`src/rtl/lane_arbiter.sv`:
```
`timescale 1ns/1ps

module lane_arbiter #(
  parameter int unsigned NUM_LANES = 2,
  parameter type         payload_t = logic [7:0]
) (
  input  logic                 clk_i,
  input  logic                 rst_ni,
  input  logic [NUM_LANES-1:0] req_i,
  input  payload_t             payload_i [NUM_LANES],
  output logic [NUM_LANES-1:0] grant_o,
  output logic                 valid_o,
  output payload_t             payload_o
);

  localparam int unsigned LANE_W = (NUM_LANES > 1) ? $clog2(NUM_LANES) : 1;

  // last winner, search starts one past it
  logic [LANE_W-1:0] last_q;
  logic [LANE_W-1:0] win_idx;
  logic              found;

  // ==================================================
  // round-robin pick, combinational grant
  // ==================================================
  always_comb begin
    int unsigned idx;
    idx     = 0;
    found   = 1'b0;
    win_idx = last_q;
    grant_o = '0;
    for (int unsigned o = 1; o <= NUM_LANES; o++) begin
      idx = (last_q + o) % NUM_LANES;
      if (!found && req_i[idx]) begin
        found   = 1'b1;
        win_idx = LANE_W'(idx);
      end
    end
    if (found) begin
      grant_o[win_idx] = 1'b1;
    end
  end

  // issue valid and pointer
  always_ff @(posedge clk_i or negedge rst_ni) begin
    if (!rst_ni) begin
      valid_o <= 1'b0;
      // pointer on the last lane so lane 0 wins first
      last_q  <= LANE_W'(NUM_LANES - 1);
    end else begin
      valid_o <= found;
      if (found) begin
        last_q <= win_idx;
      end
    end
  end

  // payload carries its own lane tag
  always_ff @(posedge clk_i) begin
    if (found) begin
      payload_o <= payload_i[win_idx];
    end
  end

  a_grant_onehot: assert property (
    @(posedge clk_i) disable iff (!rst_ni) $onehot0(grant_o)
  );

  a_grant_has_req: assert property (
    @(posedge clk_i) disable iff (!rst_ni) (grant_o & ~req_i) == '0
  );

endmodule

```
`config.mk`:
```
export PLATFORM = sky130hd
export DESIGN_NAME = lane_arbiter
export DESIGN_NICKNAME = d
export VERILOG_FILES = /design/src/rtl/lane_arbiter.sv
export SDC_FILE = /design/constraint.sdc
export NUM_CORES = 1
export LEC_CHECK = 0
export ABC_CLOCK_PERIOD_IN_PS = 1600
export BUFFER_PORTS_ARGS = -buffer_cell sky130_fd_sc_hd__buf_2
export CAP_MARGIN = 20
export CORE_AREA = 2 2 39 41
export CTS_CLUSTER_DIAMETER = 150
export CTS_CLUSTER_SIZE = 20
export DETAILED_ROUTE_END_ITERATION = 8
export DIE_AREA = 0 0 41 43
export PLACE_DENSITY = 0.66
export SYNTH_ARGS = -nofsm -noshare
export SYNTH_HDL_FRONTEND = slang
export SYNTH_SLANG_ARGS = --single-unit
```
`constraint.sdc`:
```
create_clock -name clk_i -period 1.6 [get_ports clk_i]
set_clock_uncertainty 0.05 [all_clocks]
set_input_delay 0.08 -clock clk_i [delete_from_list [all_inputs] [get_ports clk_i]]
set_output_delay 0.08 -clock clk_i [all_outputs]
set_load 0.005 [all_outputs]
```
==> impl_metrics.toml <==
[status]
status = "complete, no violations"

[worst_setup_path]
r2r_end = "payload_o[2]$_DFFE_PP_"
r2r-start = "last_q$_DFFE_PN1P_"
worstSetupStartpoint = "last_q$_DFFE_PN1P_"
rr_worst_depth = 3
worst_path_dominant_cell_family = "flip-flops"
critical_path_buf_inv_count = 0
startpoint_type = "register"
path_class = "register to register"
crit_arrival_ns = 1.42
worstPathCellList = "nand2_2 > o21ai_4 > mux2_2"
cp.required_ns = 1.56
end_kind = "register"
cp_slowest_cell = "dfstp_2"
max_stage_delay_ns = 0.57
r2r_setup_slack_ns = 0.15
cp_max_fo = 9

[global_routing]
track_usage = 0.114
antenna_found_initial = 0
grt_max_degree = 10
grt_overflow = 0
first_global_vias = 339
grt_pass1_wl_mm = 1.24

[power_and_ir_drop]
pwr-share-clk = 0.278
switching_share = 0.230
cellPowerDensity_nw_per_um2 = 984
switchingPower_uw = 145
seqPwrFrac = 0.527
power_frac_comb = 0.195
power_leakage_nw = 0.296
internal-power_uw = 484
worst_ir_drop_vdd_mv = 0.407

[route]
dr.pass1.iters = 2
ant_nets = 0
drt_iter0_markers = 1
wl_um = 854
via_per_inst = 4.37
avgRoutedWirePerCell_um = 11.2
drc = 0
vias = 332

[logic_synthesis]
synth_top_cells_by_count = "edfxtp_1, mux2_2, inv_1"
synthFlopType = "edfxtp_1"
synth_top_area_frac = 0.555
synth_top_cells_by_area = "edfxtp_1, mux2_2, dfstp_2"
avgSynthCellArea_um2 = 17.3
ys_async_sr_fraction = 0.200
netlist_area_um2 = 433
synth_cells = 25
yosys_warnings = 0
ys_ff_latch = 10
ys_seq_area_frac = 0.673
ys_types = 10
synth_edf_count = 8
synth_top_area_cell = "edfxtp_1"
synth_nets = 45

[clocking]
cts_inserted_buffers = 3
cts.clk_slew.worst_paths_ns = 0.07
postCtsSetupBuffers = 0
htreeDepth = 1
cts_tree = "built"
clock_path_buffers = 2
root_buffer = "clkbuf_4"
clock_latency_ns = 0.26
cts.sinks = 10

[floorplan]
core.rowCount = 14
die_h_um = 43
fp.dieW_um = 41
pin_count = 31
start_util = 0.313
core_area_um2 = 1380
die_area_um2 = 1760

[sta]
setup_viol = 0
clock.fmax_mhz = 688
fin_hold_ws_ns = 0.0626
rsz0062_at_grt = "false"
slew_headroom = 0.785
tns_ns = 0
tightest_slew_ns = 0.321
drv_slew = 0
period_share = 0.909
layout_min_cycle_time_ns = 1.45
hold_viol_final = 0

[cells_and_area]
layout.nets = 81
drive_gt1_frac = 0.767
syn2layout_area_growth_pct = 47.7
num_antenna_cells = 0
final_util = 0.462

[min_path]
hold_path_depth = 2
holdPathEnd = "payload_o[0]$_DFFE_PP_"
min_from = "payload_i[0]"
hold_class = "primary input to register"

[place]
gp_congestion = 0.666
hpwlAfterDp_um = 638
io_buffers = 30

[job]
maxCapViolations = 0
flip-flops by register name, indices dropped and copies added (netlist names):
register	flops
valid_o	1
last_q	1
payload_o	8
through the flow:
| step | total power [mW] | setup WS (ns) | cells | instance area [µm²] |
|---|---|---|---|---|
| floorplan | 0.399 | 0.206 | 25 | 433 |
| global placement | 0.457 | 0.163 | 71 | 603 |
| detailed placement | 0.460 | 0.148 | 71 | 603 |
| CTS | 0.638 | 0.138 | 76 | 639 |
| global route | 0.664 | 0.0995 | 76 | 639 |
| finish | 0.629 | 0.146 | 76 | 639 |
routing by layer:
metal	vias to the layer above	track usage	routed length (µm)
met5	-	0	0
met4	0	0.0800	25
met3	4	0.0628	63
met2	11	0.184	495
met1	156	0.0983	270
li1	161	-	-
layout make-up:
type	count	area, µm²
Fill cell	134	744
Sequential cell	10	292
Timing Repair Buffer	31	160
Multi-Input combinational cell	13	134
Clock buffer	3	22.5
Tap cell	16	20.0
Inverter	2	7.51
Clock inverter	1	3.75
worst register-to-register path: stages, from the launching register on:
cell and delay (ns):
dfstp_2 0.57, nand2_2 0.08, o21ai_4 0.14, mux2_2 0.38
how the worst max path moves through the flow:
stage / to / slack (ns) / cells after the start
floorplan: payload_o[0]$_DFFE_PP_ / 0.21 / 3
finish: payload_o[2]$_DFFE_PP_ / 0.15 / 3
global placement: payload_o[4]$_DFFE_PP_ / 0.16 / 3
CTS: payload_o[2]$_DFFE_PP_ / 0.14 / 3
detailed placement: payload_o[7]$_DFFE_PP_ / 0.15 / 3
global route: payload_o[2]$_DFFE_PP_ / 0.1 / 3
power by group through the flow:
stage | registers [mW] | clock network [mW] | logic [mW]
2_1_floorplan | 0.342 | 0 | 0.0569
3_5_place_dp | 0.337 | 0 | 0.122
6_report | 0.331 | 0.175 | 0.123
3_3_place_gp | 0.337 | 0 | 0.120
5_1_grt | 0.334 | 0.193 | 0.137
4_1_cts | 0.332 | 0.181 | 0.125
cells in the final DEF (no fill, tap or decap), drive strengths merged:
cell	instances
buf	30
mux2	8
edfxtp	8
clkbuf	3
inv	2
nand2	1
o21ai	1
or2	1
a21boi	1
and2	1
clkinv	1
dlygate4sd3	1
dfstp	1
dfrtp	1
what timing repair did:
item,in CTS,in global routing
endpoints found under the setup margin,0,0
resized for setup,0,0
endpoints found under the hold margin,2,0
hold buffers,1,0
kinds of logic after synthesis:
kind of cell / count (synthesis) / share of synthesized area
AO/OA/AOI/OAI: 2 / 0.0549
buffers and inverters: 2 / 0.0173
flip-flops: 10 / 0.673
multiplexers: 8 / 0.208
AND/OR/NAND/NOR: 3 / 0.0463
(Power assumes the default switching activity.)
