**config.mk**
```make
export PLATFORM = sky130hd
export DESIGN_NAME = result_router
export DESIGN_NICKNAME = d
export VERILOG_FILES = /design/src/rtl/modred_pkg.sv /design/src/rtl/result_router.sv
export SDC_FILE = /design/constraint.sdc
export NUM_CORES = 1
export LEC_CHECK = 0
export BUFFER_PORTS_ARGS = -buffer_cell sky130_fd_sc_hd__buf_4
export CAP_MARGIN = 20
export CORE_AREA = 2 2 69 137
export CTS_CLUSTER_SIZE = 14
export DETAILED_ROUTE_END_ITERATION = 10
export DIE_AREA = 0 0 71 139
export MAX_ROUTING_LAYER = met4
export PLACE_DENSITY_LB_ADDON = 0.15
export RECOVER_POWER = 25
export SETUP_SLACK_MARGIN = 0.05
export SYNTH_ARGS = -nofsm -noshare
export SYNTH_HDL_FRONTEND = slang
export SYNTH_SLANG_ARGS = --single-unit
```
**constraint.sdc**
```tcl
create_clock -name clk_i -period 0.8 [get_ports clk_i]
set_input_delay 0.16 -clock clk_i [delete_from_list [all_inputs] [get_ports clk_i]]
set_output_delay 0.16 -clock clk_i [all_outputs]
set_load 0.01 [all_outputs]
```
**src/rtl/modred_pkg.sv**
```systemverilog
package modred_pkg;

  // ==================================================
  // datapath and lane sizing
  // ==================================================

  // fixes the width of every struct below
  localparam int unsigned DATA_W = 64;
  localparam int unsigned NUM_LANES = 2;
  // wide enough for the largest bitlength port value
  localparam int unsigned BL_W = 7;

  typedef logic [0:0] lane_id_t;

  // ==================================================
  // modulus configuration
  // ==================================================

  // MOD_NONE marks an unsupported modulus
  typedef enum logic [1:0] {
    MOD_NONE     = 2'd0,
    MOD_MERSENNE = 2'd1,
    MOD_FERMAT   = 2'd2
  } mod_kind_e;

  // bitlength here is the fold width k, not the raw port value
  typedef struct packed {
    logic [DATA_W-1:0] modulus;
    logic [BL_W-1:0]   bitlength;
    mod_kind_e         kind;
  } mod_cfg_t;

  // operand pair as issued by a lane
  typedef struct packed {
    logic [DATA_W-1:0] operand_a;
    logic [DATA_W-1:0] operand_b;
    lane_id_t          lane;
  } mul_req_t;

  // raw product on its way into the fold pipeline
  typedef struct packed {
    logic [DATA_W-1:0] product;
    lane_id_t          lane;
  } red_req_t;

  // reduced value in 0 .. m-1
  typedef struct packed {
    logic [DATA_W-1:0] result;
    lane_id_t          lane;
  } red_rsp_t;

endpackage
```
**src/rtl/result_router.sv**
```systemverilog
`timescale 1ns/1ps

module result_router import modred_pkg::*; (
  input  logic                 clk_i,
  input  logic                 rst_ni,
  input  logic                 valid_i,
  input  red_rsp_t             rsp_i,
  output logic [NUM_LANES-1:0] rsp_valid_o,
  output logic [DATA_W-1:0]    rsp_result_o [NUM_LANES]
);

  // per-lane hit on the incoming tag
  logic [NUM_LANES-1:0] hit;

  for (genvar l = 0; l < NUM_LANES; l++) begin : g_hit
    assign hit[l] = valid_i && (rsp_i.lane == lane_id_t'(l));
  end

  // ==================================================
  // one-cycle pulse to the owning lane
  // ==================================================
  always_ff @(posedge clk_i or negedge rst_ni) begin
    if (!rst_ni) begin
      rsp_valid_o <= '0;
    end else begin
      rsp_valid_o <= hit;
    end
  end

  // result held until the lane's next one
  for (genvar l = 0; l < NUM_LANES; l++) begin : g_hold
    always_ff @(posedge clk_i) begin
      if (hit[l]) begin
        rsp_result_o[l] <= rsp_i.result;
      end
    end
  end

  // single issue stream, never two lanes at once
  a_one_lane: assert property (
    @(posedge clk_i) disable iff (!rst_ni) $onehot0(rsp_valid_o)
  );

endmodule

```
==> metrics <==
status=finished with violations; violated checks=negative setup slack; Synth Area per Inst=29.6 sq um; Min-Delay Path Class=in2async; Tcrit/Tclk final=141%; dpl ws=-0.303 ns; crit-path cells=buf_6; post-synthesis cell type count=4; setup bufs post-CTS=0; Clock Power Share=between 40% and 50%; WL per Instance=roughly 19 um; Finish-stage setup viols=between 200 and 250; number of enable flip-flop cells after synthesis=roughly 130; P&R area growth vs syn=85.3%; CP max FO=1; XOR/XNOR share of the synthesized area=0%; All-Layer GR Usage=roughly a fifth; Layout Nets=a little under 500; register area share after synthesis=about 100%; Yosys warning count=0; clock-pin slew on the worst setup and hold paths=roughly 0.06 ns; PwrDens=2380 mW/mm^2; final setup TNS=-45.04 ns; # rows=approximately 50; crit path time final=~1.1 ns; vias per inst=roughly 4.7; slowest CP cell=edfxtp_1; port buffer count=197; Ant. Diodes=0; global-route wire length before repair=approximately 14000 um; RSZ-0062 raised after global routing=yes; hpwl dp=roughly 6400 um; Synth Area in Compound Gates=0%; main combinational cell family by area after synthesis=simple AND/OR/NAND/NOR gates; synth cell count leaders=edfxtp_1 (128), dfrtp_1 (2), and2_2 (1), and2b_2 (1); number of global-route vias before repair=about 2600; max_slew headroom=between 60% and 70%; slowest stage delay, CP=0.42 ns; startpoint types=flop; post-synthesis cell area=roughly 0.0039 sq mm; pin count of the biggest net entering global routing=36; final WL=between 10000 and 15000 um; ys flop type=edfxtp_1; Synth top area share=between 90% and 100%; switching power of the nets=~3.5 mW; CP arrival=about 0.97 ns; sequential share of power=47.7%; Setup CP Type=reg2out; die area=roughly 0.0099 sq mm; Chip Width=between 70 and 80 um; share of layout cells above drive strength 1=between 50% and 60%; P_int=between 10 and 15 mW; cell accounting for the most synthesized area=edfxtp_1; Starting Density=44.0%; Gate power share=between 10% and 20%; FFs w/ async S/R, synth=roughly 1.5%; vias=~2500; max-cap check violation count=0; CP endpoint kind=output port; TritonCTS buffer count=17; Sinks on Clock Net=130; switch share=approximately a fifth; CTS tree=yes; 1st-pass router iterations=4; antenna viol nets, final=0; H-tree depth=4; Post-Syn Instances=~130; 1st-iter DRT viols=120; most common cell in the netlist=edfxtp_1; total power=between 15 and 20 mW; Final Max Tran Viols=0; Inst Count DP=438; core box area=~0.0089 sq mm; Max Root-Sink Buffers=2; initial antenna violation count=0; Final Hold Viols=0; top cells by area, synth=edfxtp_1 (98%), dfrtp_1 (1.3%), and2b_2 (0.22%), and2_2 (0.19%); Non-Filler Instances=between 500 and 600; num ports=a little under 200; #FFs+latches synth=between 100 and 150; gpl congestion=0.759; Post-Synth Simple-Gate Area=less than 1%; mux contribution to synthesized area=0%; root buf cell=clkbuf_16; CP Buf/Inv Count=1; maximum clock rate=around 890 MHz; Req. time, crit path=~0.64 ns; syn_nets=200; # DRC=0; Leak=around 2.9 nW; cell family with most CP delay=flip-flops; GRT Residual Overflow=0; area share of fa/ha/maj cells after synthesis=0%; peak supply drop=about 2.2 mV; Final WS setup=-0.328 ns; Tightest Pin Transition=approximately 0.47 ns; Die H=139 um
## placed cells by master (no fill, tap or decap)
cell type and instances:
clkbuf_8 1, dfrtp_1 2, edfxtp_1 128, clkinvlp_4 2, clkinv_2 6, clkbuf_4 2, clkbuf_1 6, and2_0 1
dlygate4sd3_1 65, buf_4 74, clkbuf_16 17, buf_12 1, and2b_4 1, buf_6 123, buf_2 1, bufinv_16 2
clkinv_4 1
## registers in the layout, indices dropped and copies added (netlist names)
name,cells
rsp_valid_o,2
rsp_result_o,128
## metal layers
metal  vias up  GRT usage, %  part of all wire (%)
met5         -             -                     0
met4         0          12.6                   4.5
met3        31          6.90                   6.6
met2       151          35.3                    57
met1      1205          19.8                    32
li1       1120             -                     -
## cells by family after synthesis
| family | after synthesis |
|---|---|
| AND/OR/NAND/NOR | 2 |
| flip-flops | 130 |
## metrics by stage
step / area, sq um / hold WS (ns) / util [%]
final: 7240 / 0.106 / 81.5
after floorplan: 3910 / -0.136 / -
after global placement: 5620 / -0.0574 / 63.2
after detailed placement: 5620 / -0.0546 / 63.2
after CTS: 7140 / 0.0612 / 80.3
after global routing: 7240 / 0.107 / 81.5
## cell type report
cell class	count	area (sq um)
Sequential cell	130	3890
Timing Repair Buffer	269	2650
Fill cell	424	1650
Clock buffer	21	440
Tap cell	102	128
Clock inverter	11	114
Multi-Input combinational cell	2	16.3
## power by group through the flow
stage	Combinational (mW)	Clock [mW]	Sequential [mW]
floorplan	0.0970	0	8.50
global placement	1.41	0	8.25
detailed placement	1.43	0	8.26
CTS	1.86	7.21	8.19
global route	1.99	7.58	8.26
finish	1.90	7.13	8.23
## final timing paths
path	endpoint	depth (start not counted)	startpoint	slack (ns)
setup / recovery	rsp_result_o[105]	1	rsp_result_o[105]	-0.33
hold / removal	rsp_valid_o[0]	2	rst_ni	0.11
max in group asynchronous	rsp_valid_o[1]	2	rst_ni	0.56
min in group clk_i	rsp_result_o[81]	3	valid_i	0.36
## what timing repair did
item                                    in CTS  in global routing
hold endpoints to repair                   130                  0
gates resized for setup                     83                 40
endpoints found under the setup margin     130                130
cloned                                       0                  0
hold buffers                                65                  0
No activity file was read; power rests on OpenSTA's default activity.
